[config.mk]
export PLATFORM = sky130hd
export DESIGN_NAME = gpioUnit
export DESIGN_NICKNAME = d
export VERILOG_FILES = /design/src/logic/gpioPkg.sv /design/src/logic/gpioUnit.sv /design/src/logic/gpioLedResult.sv /design/src/logic/gpioDutyExec.sv /design/src/logic/gpioCmdDecode.sv
export VERILOG_INCLUDE_DIRS = /design/src /design/src/include
export SDC_FILE = /design/constraint.sdc
export NUM_CORES = 1
export LEC_CHECK = 0
export BUFFER_PORTS_ARGS = -buffer_cell sky130_fd_sc_hd__buf_2
export CAP_MARGIN = 20
export CORE_MARGIN = 2
export CORE_UTILIZATION = 40
export CTS_BUF_LIST = sky130_fd_sc_hd__clkbuf_16
export DETAILED_ROUTE_END_ITERATION = 10
export MAX_ROUTING_LAYER = met4
export PLACE_DENSITY = 0.59
export SLEW_MARGIN = 15
export SYNTH_ARGS = -nofsm -noshare
export SYNTH_HDL_FRONTEND = slang
export SYNTH_SLANG_ARGS = --single-unit
[constraint.sdc]
create_clock -name iSysClk -period 1.9 [get_ports iSysClk]
set_clock_uncertainty 0.15 [all_clocks]
set_input_delay 0.285 -clock iSysClk [delete_from_list [all_inputs] [get_ports iSysClk]]
set_output_delay 0.285 -clock iSysClk [all_outputs]
set_load 0.02 [all_outputs]
[src/include/gpio_macros.svh]
// LED block sizes
// Shared by the package and by every stage that builds per-LED logic

`ifndef GPIO_MACROS_SVH
`define GPIO_MACROS_SVH

// Two plain LEDs followed by the R, G and B pins at index 2, 3, 4
`define GPIO_LED_NUM    5

// PWM phase and duty counters, one period is 2**width cycles
`define GPIO_PWM_WIDTH  4

// Blink interval value
`define GPIO_IV_WIDTH   16

// Command FIFO depth, equal to the host's starting credit count
`define GPIO_CMD_DEPTH  4

`endif
[src/logic/gpioPkg.sv]
// LED block types
// Command word views, control register set and per-LED drive bundle

`include "gpio_macros.svh"

package gpioPkg;

	// Code 3 falls back to static behaviour
	typedef enum logic [1:0]
	{
		modeStatic = 2'd0,
		modeBlink  = 2'd1,
		modePwm    = 2'd2
	} gpioMode;

	// Config view, opTimer low
	typedef struct packed
	{
		logic                          opTimer;
		gpioMode                       mode;
		logic [`GPIO_LED_NUM-1:0]      enable;
		logic [32-3-`GPIO_LED_NUM-1:0] rsvd;
	} gpioCfgCmd;

	// Timer view, opTimer high
	typedef struct packed
	{
		logic                           opTimer;
		logic [2:0]                     ledIdx;
		logic [32-4-`GPIO_IV_WIDTH-1:0] rsvd;
		logic [`GPIO_IV_WIDTH-1:0]      interval;
	} gpioTimerCmd;

	// Bit 31 selects the view
	typedef union packed
	{
		gpioCfgCmd   cfg;
		gpioTimerCmd timer;
	} gpioCmdWord;

	typedef struct packed
	{
		gpioMode                                      mode;
		logic [`GPIO_LED_NUM-1:0]                     enable;
		logic [`GPIO_LED_NUM-1:0][`GPIO_IV_WIDTH-1:0] interval;
	} gpioCtrl;

	typedef struct packed
	{
		logic [`GPIO_LED_NUM-1:0] tick;
		logic [`GPIO_LED_NUM-1:0] pwm;
	} gpioDrive;

endpackage

[src/logic/gpioUnit.sv]
// LED block top level
// Host commands enter over a credit channel, pass through decode,
// then the timing engine, and end at the pin registers

`timescale 1ns/1ps

module gpioUnit
(
	input  logic                iSysClk,
	input  logic                rstN,
	input  logic                cmdValid,
	input  gpioPkg::gpioCmdWord cmdWord,
	output logic                cmdCredit,
	output logic [1:0]          led,
	output logic                ledR,
	output logic                ledG,
	output logic                ledB
);

	gpioPkg::gpioCtrl  ctrl;
	gpioPkg::gpioDrive drive;

	gpioCmdDecode uDecode
	(
		.iSysClk   (iSysClk),
		.rstN      (rstN),
		.cmdValid  (cmdValid),
		.cmdWord   (cmdWord),
		.cmdCredit (cmdCredit),
		.ctrl      (ctrl)
	);

	gpioDutyExec uExec
	(
		.iSysClk (iSysClk),
		.rstN    (rstN),
		.ctrl    (ctrl),
		.drive   (drive)
	);

	gpioLedResult uResult
	(
		.iSysClk (iSysClk),
		.rstN    (rstN),
		.ctrl    (ctrl),
		.drive   (drive),
		.led     (led),
		.ledR    (ledR),
		.ledG    (ledG),
		.ledB    (ledB)
	);

endmodule

[src/logic/gpioLedResult.sv]
// LED output stage
// Picks static, blink or PWM level per LED and registers the pins
// Plain LEDs are active high, RGB pins are active low

`timescale 1ns/1ps
`include "gpio_macros.svh"

module gpioLedResult
(
	input  logic              iSysClk,
	input  logic              rstN,
	input  gpioPkg::gpioCtrl  ctrl,
	input  gpioPkg::gpioDrive drive,
	output logic [1:0]        led,
	output logic              ledR,
	output logic              ledG,
	output logic              ledB
);

	logic [`GPIO_LED_NUM-1:0] ledState;
	logic [`GPIO_LED_NUM-1:0] nextState;

	//------------------------------------------------------------
	// Mode select
	//------------------------------------------------------------
	always_comb
	begin
		case (ctrl.mode)
			// Toggle on tick, forced dark while disabled
			gpioPkg::modeBlink:
				nextState = ctrl.enable & (ledState ^ drive.tick);
			gpioPkg::modePwm:
				nextState = ctrl.enable & drive.pwm;
			default:
				nextState = ctrl.enable;
		endcase
	end

	//------------------------------------------------------------
	// State and pin registers
	//------------------------------------------------------------
	always_ff @(posedge iSysClk)
	begin
		if (!rstN)
		begin
			ledState <= '0;
			led      <= 2'b00;
			ledR     <= 1'b1;
			ledG     <= 1'b1;
			ledB     <= 1'b1;
		end
		else
		begin
			ledState <= nextState;
			led      <= nextState[1:0];
			ledR     <= ~nextState[2];
			ledG     <= ~nextState[3];
			ledB     <= ~nextState[4];
		end
	end

endmodule

[src/logic/gpioDutyExec.sv]
// LED timing engine
// One lane per LED with a blink interval timer and a PWM ramp
// whose duty climbs by one every PWM period

`timescale 1ns/1ps
`include "gpio_macros.svh"

module gpioDutyExec
(
	input  logic              iSysClk,
	input  logic              rstN,
	input  gpioPkg::gpioCtrl  ctrl,
	output gpioPkg::gpioDrive drive
);

	localparam logic [`GPIO_PWM_WIDTH-1:0] PhaseMax = '1;

	gpioPkg::gpioMode prevMode;
	logic [`GPIO_LED_NUM-1:0][`GPIO_IV_WIDTH-1:0] prevInterval;

	logic                     modeChg;
	logic [`GPIO_LED_NUM-1:0] ivRestart;
	logic [`GPIO_LED_NUM-1:0] tickVec;
	logic [`GPIO_LED_NUM-1:0] pwmVec;

	//------------------------------------------------------------
	// Change detection
	//------------------------------------------------------------
	always_ff @(posedge iSysClk)
	begin
		if (!rstN)
		begin
			prevMode     <= gpioPkg::modeStatic;
			prevInterval <= '0;
		end
		else
		begin
			prevMode     <= ctrl.mode;
			prevInterval <= ctrl.interval;
		end
	end

	assign modeChg = (ctrl.mode != prevMode);

	//------------------------------------------------------------
	// Per-LED lanes
	//------------------------------------------------------------
	for (genvar i = 0; i < `GPIO_LED_NUM; i++)
	begin : genLane
		logic [`GPIO_IV_WIDTH-1:0]  ivCnt;
		logic [`GPIO_PWM_WIDTH-1:0] phase;
		logic [`GPIO_PWM_WIDTH-1:0] duty;
		logic                       ivHit;

		assign ivRestart[i] = modeChg | (ctrl.interval[i] != prevInterval[i]);
		assign ivHit        = (ivCnt == ctrl.interval[i]);

		// No tick in the cycle the timer is being restarted
		assign tickVec[i] = ivHit & ~ivRestart[i];
		assign pwmVec[i]  = (phase < duty);

		// Interval timer, period is interval+1 cycles
		always_ff @(posedge iSysClk)
		begin
			if (!rstN)
				ivCnt <= '0;
			else if (ivRestart[i] || ivHit)
				ivCnt <= '0;
			else
				ivCnt <= ivCnt + 1'b1;
		end

		// Phase runs freely, duty steps on each phase wrap
		always_ff @(posedge iSysClk)
		begin
			if (!rstN || modeChg)
			begin
				phase <= '0;
				duty  <= '0;
			end
			else
			begin
				phase <= phase + 1'b1;
				if (phase == PhaseMax)
					duty <= duty + 1'b1;
			end
		end
	end

	assign drive.tick = tickVec;
	assign drive.pwm  = pwmVec;

endmodule

[src/logic/gpioCmdDecode.sv]
// LED command decode
// Buffers host commands in a small FIFO, decodes one word per cycle
// into the control registers and returns one credit per word taken

`timescale 1ns/1ps
`include "gpio_macros.svh"

module gpioCmdDecode
(
	input  logic                iSysClk,
	input  logic                rstN,
	input  logic                cmdValid,
	input  gpioPkg::gpioCmdWord cmdWord,
	output logic                cmdCredit,
	output gpioPkg::gpioCtrl    ctrl
);

	localparam int PtrW = $clog2(`GPIO_CMD_DEPTH);
	localparam int CntW = $clog2(`GPIO_CMD_DEPTH + 1);
	localparam logic [PtrW-1:0] LastPtr = PtrW'(`GPIO_CMD_DEPTH - 1);

	gpioPkg::gpioCmdWord fifoMem [`GPIO_CMD_DEPTH];
	gpioPkg::gpioCmdWord headWord;

	logic [PtrW-1:0] wrPtr;
	logic [PtrW-1:0] rdPtr;
	logic [CntW-1:0] fifoCount;
	logic            fifoFull;
	logic            pushEn;
	logic            popEn;

	//------------------------------------------------------------
	// Command FIFO
	//------------------------------------------------------------
	assign fifoFull = (fifoCount == CntW'(`GPIO_CMD_DEPTH));
	assign pushEn   = cmdValid & ~fifoFull;

	// Drain whenever anything is buffered, nothing downstream stalls
	assign popEn    = (fifoCount != '0);
	assign headWord = fifoMem[rdPtr];

	always_ff @(posedge iSysClk)
	begin
		if (pushEn)
			fifoMem[wrPtr] <= cmdWord;
	end

	always_ff @(posedge iSysClk)
	begin
		if (!rstN)
		begin
			wrPtr     <= '0;
			rdPtr     <= '0;
			fifoCount <= '0;
		end
		else
		begin
			if (pushEn)
				wrPtr <= (wrPtr == LastPtr) ? '0 : wrPtr + 1'b1;
			if (popEn)
				rdPtr <= (rdPtr == LastPtr) ? '0 : rdPtr + 1'b1;

			case ({pushEn, popEn})
				2'b10:   fifoCount <= fifoCount + 1'b1;
				2'b01:   fifoCount <= fifoCount - 1'b1;
				default: fifoCount <= fifoCount;
			endcase
		end
	end

	//------------------------------------------------------------
	// Head word decode into control registers
	//------------------------------------------------------------
	always_ff @(posedge iSysClk)
	begin
		if (!rstN)
		begin
			ctrl.mode     <= gpioPkg::modeStatic;
			ctrl.enable   <= '0;
			ctrl.interval <= '0;
		end
		else if (popEn)
		begin
			if (!headWord.cfg.opTimer)
			begin
				ctrl.mode   <= headWord.cfg.mode;
				ctrl.enable <= headWord.cfg.enable;
			end
			// Out of range LED index is dropped
			else if (headWord.timer.ledIdx < `GPIO_LED_NUM)
			begin
				ctrl.interval[headWord.timer.ledIdx] <= headWord.timer.interval;
			end
		end
	end

	// One credit back per word consumed
	always_ff @(posedge iSysClk)
	begin
		if (!rstN)
			cmdCredit <= 1'b0;
		else
			cmdCredit <= popEn;
	end

endmodule

==> flow_summary_export.csv <==
group,metric,value,unit
timing,whs,0.306,ns
placed_design,placed_cell_area,18300,µm²
cells_and_area,drive_above_1_share,26.7,%
clocking,clk_pin_slew,0.06,ns
clocking,insertion_delay,0.55,ns
power_and_ir_drop,combPwrFrac,31.2,%
yosys,syn_area_per_cell,11.1,µm²
setup_path,crit_path_cell_trace,"buf_12 -> mux4_2 -> nor3b_4 -> buf_4 -> buf_6 -> nand2_8 -> buf_12 -> mux2i_2 -> nor2b_1",
timing,drv_slew,0,
drt,postRouteWirelength,37300,µm
drt,drtIter0Drc,481,
global_route,antenna_found_initial,0,
setup_path,max_stage_delay,0.51,ns
clocking,numCtsBuffers,43,
setup_path,rr_endpoint,"uDecode.ctrl[1]",
global_route,busiest_layer,"met2",
setup_path,crit_fanout,8,
placed_design,place.port_buffers,32,
global_route,met1_usage,22.3,%
cells_and_area,finalNetCount,1781,
yosys,synth_edf_count,96,
yosys,syn_area,16600,µm²
clocking,h-tree-depth,2,
power_and_ir_drop,p_switching,8.52,mW
drt,drc,0,
setup_path,r2r_slack,-0.31,ns
worst_hold_path,min_to,"uExec.genLane[1].phase[0]",
power_and_ir_drop,sw_frac_of_total,31.8,%
placed_design,dpl.cell_count,2140,
clocking,cts_root_buffer,"clkbuf_16",
floorplan,design.die.area,43200,µm²
yosys,syn_nets,1574,
global_route,use_met3,2.95,%
yosys,synth_top_area_share,37.0,%
timing,period_needed,2.21,ns
yosys,synth_area_leaders,"dfxtp_1 (37%), edfxtp_1 (17%), xor2_1 (10%)",
cells_and_area,fillCellCount,3593,
global_route,grt_max_degree,59,
setup_path,critPathLaunchType,"register",
yosys,synth_ff_type,"dfxtp_1",
cells_and_area,final_cell_area,21400,µm²
yosys,ys_ff_latch,403,
drt,vias_per_cell,4.84,
setup_path,worstSetupPathType,"reg -> reg",
power_and_ir_drop,p_leak,9.00,nW
power_and_ir_drop,p_int,18.3,mW
clocking,cts_buffer_depth,3,
timing,rsz0062_at_grt,"yes",
floorplan,die_x,208,µm
status,violations,"negative setup slack",
power_and_ir_drop,vdd_drop_max,0.000979,V
power_and_ir_drop,seq_power_share,37.7,%
worst_hold_path,min_from,"uExec.genLane[1].phase[0]",
setup_path,crit_slowest_cell,"mux4_2",
setup_path,reg2reg_depth,9,
worst_hold_path,holdPathStages,1,
timing,tns,-21.52,ns
worst_hold_path,hold_class,"reg -> reg",
timing,slew-limit-headroom,71.9,%
timing,layout_setup_ws,-0.307,ns
power_and_ir_drop,pwr_density_cell,1250,nW/µm²
drt,wl_per_cell,16.4,µm
setup_path,crit_family,"multiplexers",
timing,finalHoldViolations,0,
placed_design,gp_congestion,0.771,
floorplan,pin_count,41,
global_route,grt-ovfl-total,0,
setup_path,path_buf_inv,4,
setup_path,cp.arrival,2.51,ns
timing,fmax,0.453,GHz
drt,ant_nets,0,
global_route,grt_pass1_wl,58600,µm
placed_design,dp_slack,-0.318,ns
global_route,grt_pass1_vias,11000,
power_and_ir_drop,power_frac_clock,31.2,%
floorplan,num_rows,74,
drt,firstDrtPassIters,4,
placed_design,dp_hpwl,23900,µm
floorplan,fp.coreArea,40900,µm²
global_route,grt_use_total,17.5,%
yosys,post-synth-top-area-cell,"dfxtp_1",
global_route,gr-usage-met2,28.4,%
drt,vias,11000,
cells_and_area,post-route-util,52.2,%
floorplan,die-height,208,µm
yosys,synth_commonest_cells,"dfxtp_1 (307), xor2_1 (191), nor2_1 (139)",
yosys,synth.distinct_cells,47,
clocking,cts_tree,"built",
yosys,syn_inst,1502,
clocking,clock-sinks,403,
timing,finalCritPeriodShare,116,%
setup_path,end_kind,"register",
timing,finalSetupViolCount,108,
yosys,ys_async_sr_fraction,0,%
timing,worst_slew_pin_slew,0.420,ns
setup_path,path_common_cell,"buf_12",
yosys,synth-seq-area-share,54.3,%
cells_and_area,antenna_cells,0,
cells_and_area,area_growth_syn_to_layout,28.6,%
cells_and_area,stdcell_count,2275,
power_and_ir_drop,power,26.8,mW
status,status,"finished, violations left",
yosys,synth_most_common_cell,"dfxtp_1",
yosys,ys_warn_count,0,
setup_path,cp.depth,9,
setup_path,cp.required,2.20,ns
floorplan,start_util,40.6,%
job,drv_cap,0,
## state kept, by name (all words and copies together), names as in the netlist, named ones only
| signal | count |
|---|---|
| uResult.ledG | 1 |
| uExec.genLane.phase | 20 |
| uExec.genLane.duty | 20 |
| uDecode.ctrl | 87 |
| uExec.prevMode | 2 |
| uResult.ledR | 1 |
| uDecode.rdPtr | 2 |
| uExec.prevInterval | 80 |
| uDecode.fifoMem | 96 |
| uResult.ledState | 5 |
| uDecode.fifoCount | 3 |
| uResult.ledB | 1 |
| uDecode.wrPtr | 2 |
| uDecode.cmdCredit | 1 |
| uExec.genLane.ivCnt | 80 |
## metal layers
layer | part of all wire, % | vias to the layer above | wire length (µm)
li1 | - | 5521 | -
met1 | 46 | 5314 | 17300
met2 | 48 | 132 | 18000
met3 | 3.2 | 51 | 1200
met4 | 2.3 | 0 | 843
met5 | 0 | - | 0
## power groups by stage
stage          clock [mW]  combinational, mW  sequential (mW)
2_1_floorplan           0               3.67             10.1
3_3_place_gp            0               6.21             10.2
3_5_place_dp            0               6.30             10.3
4_1_cts              8.54               7.03             10.1
5_1_grt              8.91               9.01             10.2
6_report             8.35               8.36             10.1
## final cells by class
cell class	count	area [µm²]	area share (%)
sequential	403	9080	42.5
multi-input combinational	1001	8020	37.6
inverter	47	176	0.826
tap	532	666	3.12
clock buffer	45	1130	5.27
timing repair buffer	213	2010	9.39
clock inverter	34	284	1.33
## timing repair
item	CTS	global route
hold buffers	26	0
resized for setup	64	246
pin swaps	47	86
endpoints found under the hold margin	104	0
setup buffers	8	10
endpoints found under the setup margin	151	176
cloned	6	7
## cell usage in the layout (no fill, tap or decap), types with 27 or more instances in the layout
master | synthesis | final
and2_1 | 74 | 70
edfxtp_1 | 96 | 96
nor2_2 | 3 | 31
mux2i_1 | 65 | 59
nor2b_1 | 67 | 66
xor2_1 | 191 | 185
ha_1 | 36 | 36
o21ai_1 | 4 | 27
clkbuf_16 | 0 | 48
nand3_1 | 67 | 47
buf_2 | 4 | 30
nand2_1 | 81 | 66
nor2_4 | 0 | 38
inv_1 | 47 | 54
dfxtp_1 | 307 | 277
buf_4 | 4 | 120
xnor2_1 | 66 | 66
nor2_1 | 139 | 73
## cell families (layout without fill, tap and decap cells)
logic type / Yosys count / count (layout) / share of synthesized area, %
xor+xnor: 257 / 257 / 13.5
buf+inv: 99 / 339 / 2.75
compound gates: 67 / 67 / 2.31
simple gates: 550 / 551 / 17.1
fa+ha+maj: 37 / 37 / 2.83
mux: 89 / 89 / 7.17
flops: 403 / 403 / 54.3
## worst max path at each step
stage / start / end / slack, ns
finish: register / uDecode.ctrl[1] / -0.31
CTS: register / uDecode.ctrl[42] / -0.28
global placement: register / uDecode.ctrl[20] / -0.28
floorplan: register / uDecode.ctrl[69] / -0.17
detailed placement: register / uDecode.ctrl[16] / -0.32
global route: register / uDecode.ctrl[42] / -0.39
(Power assumes the default switching activity.)
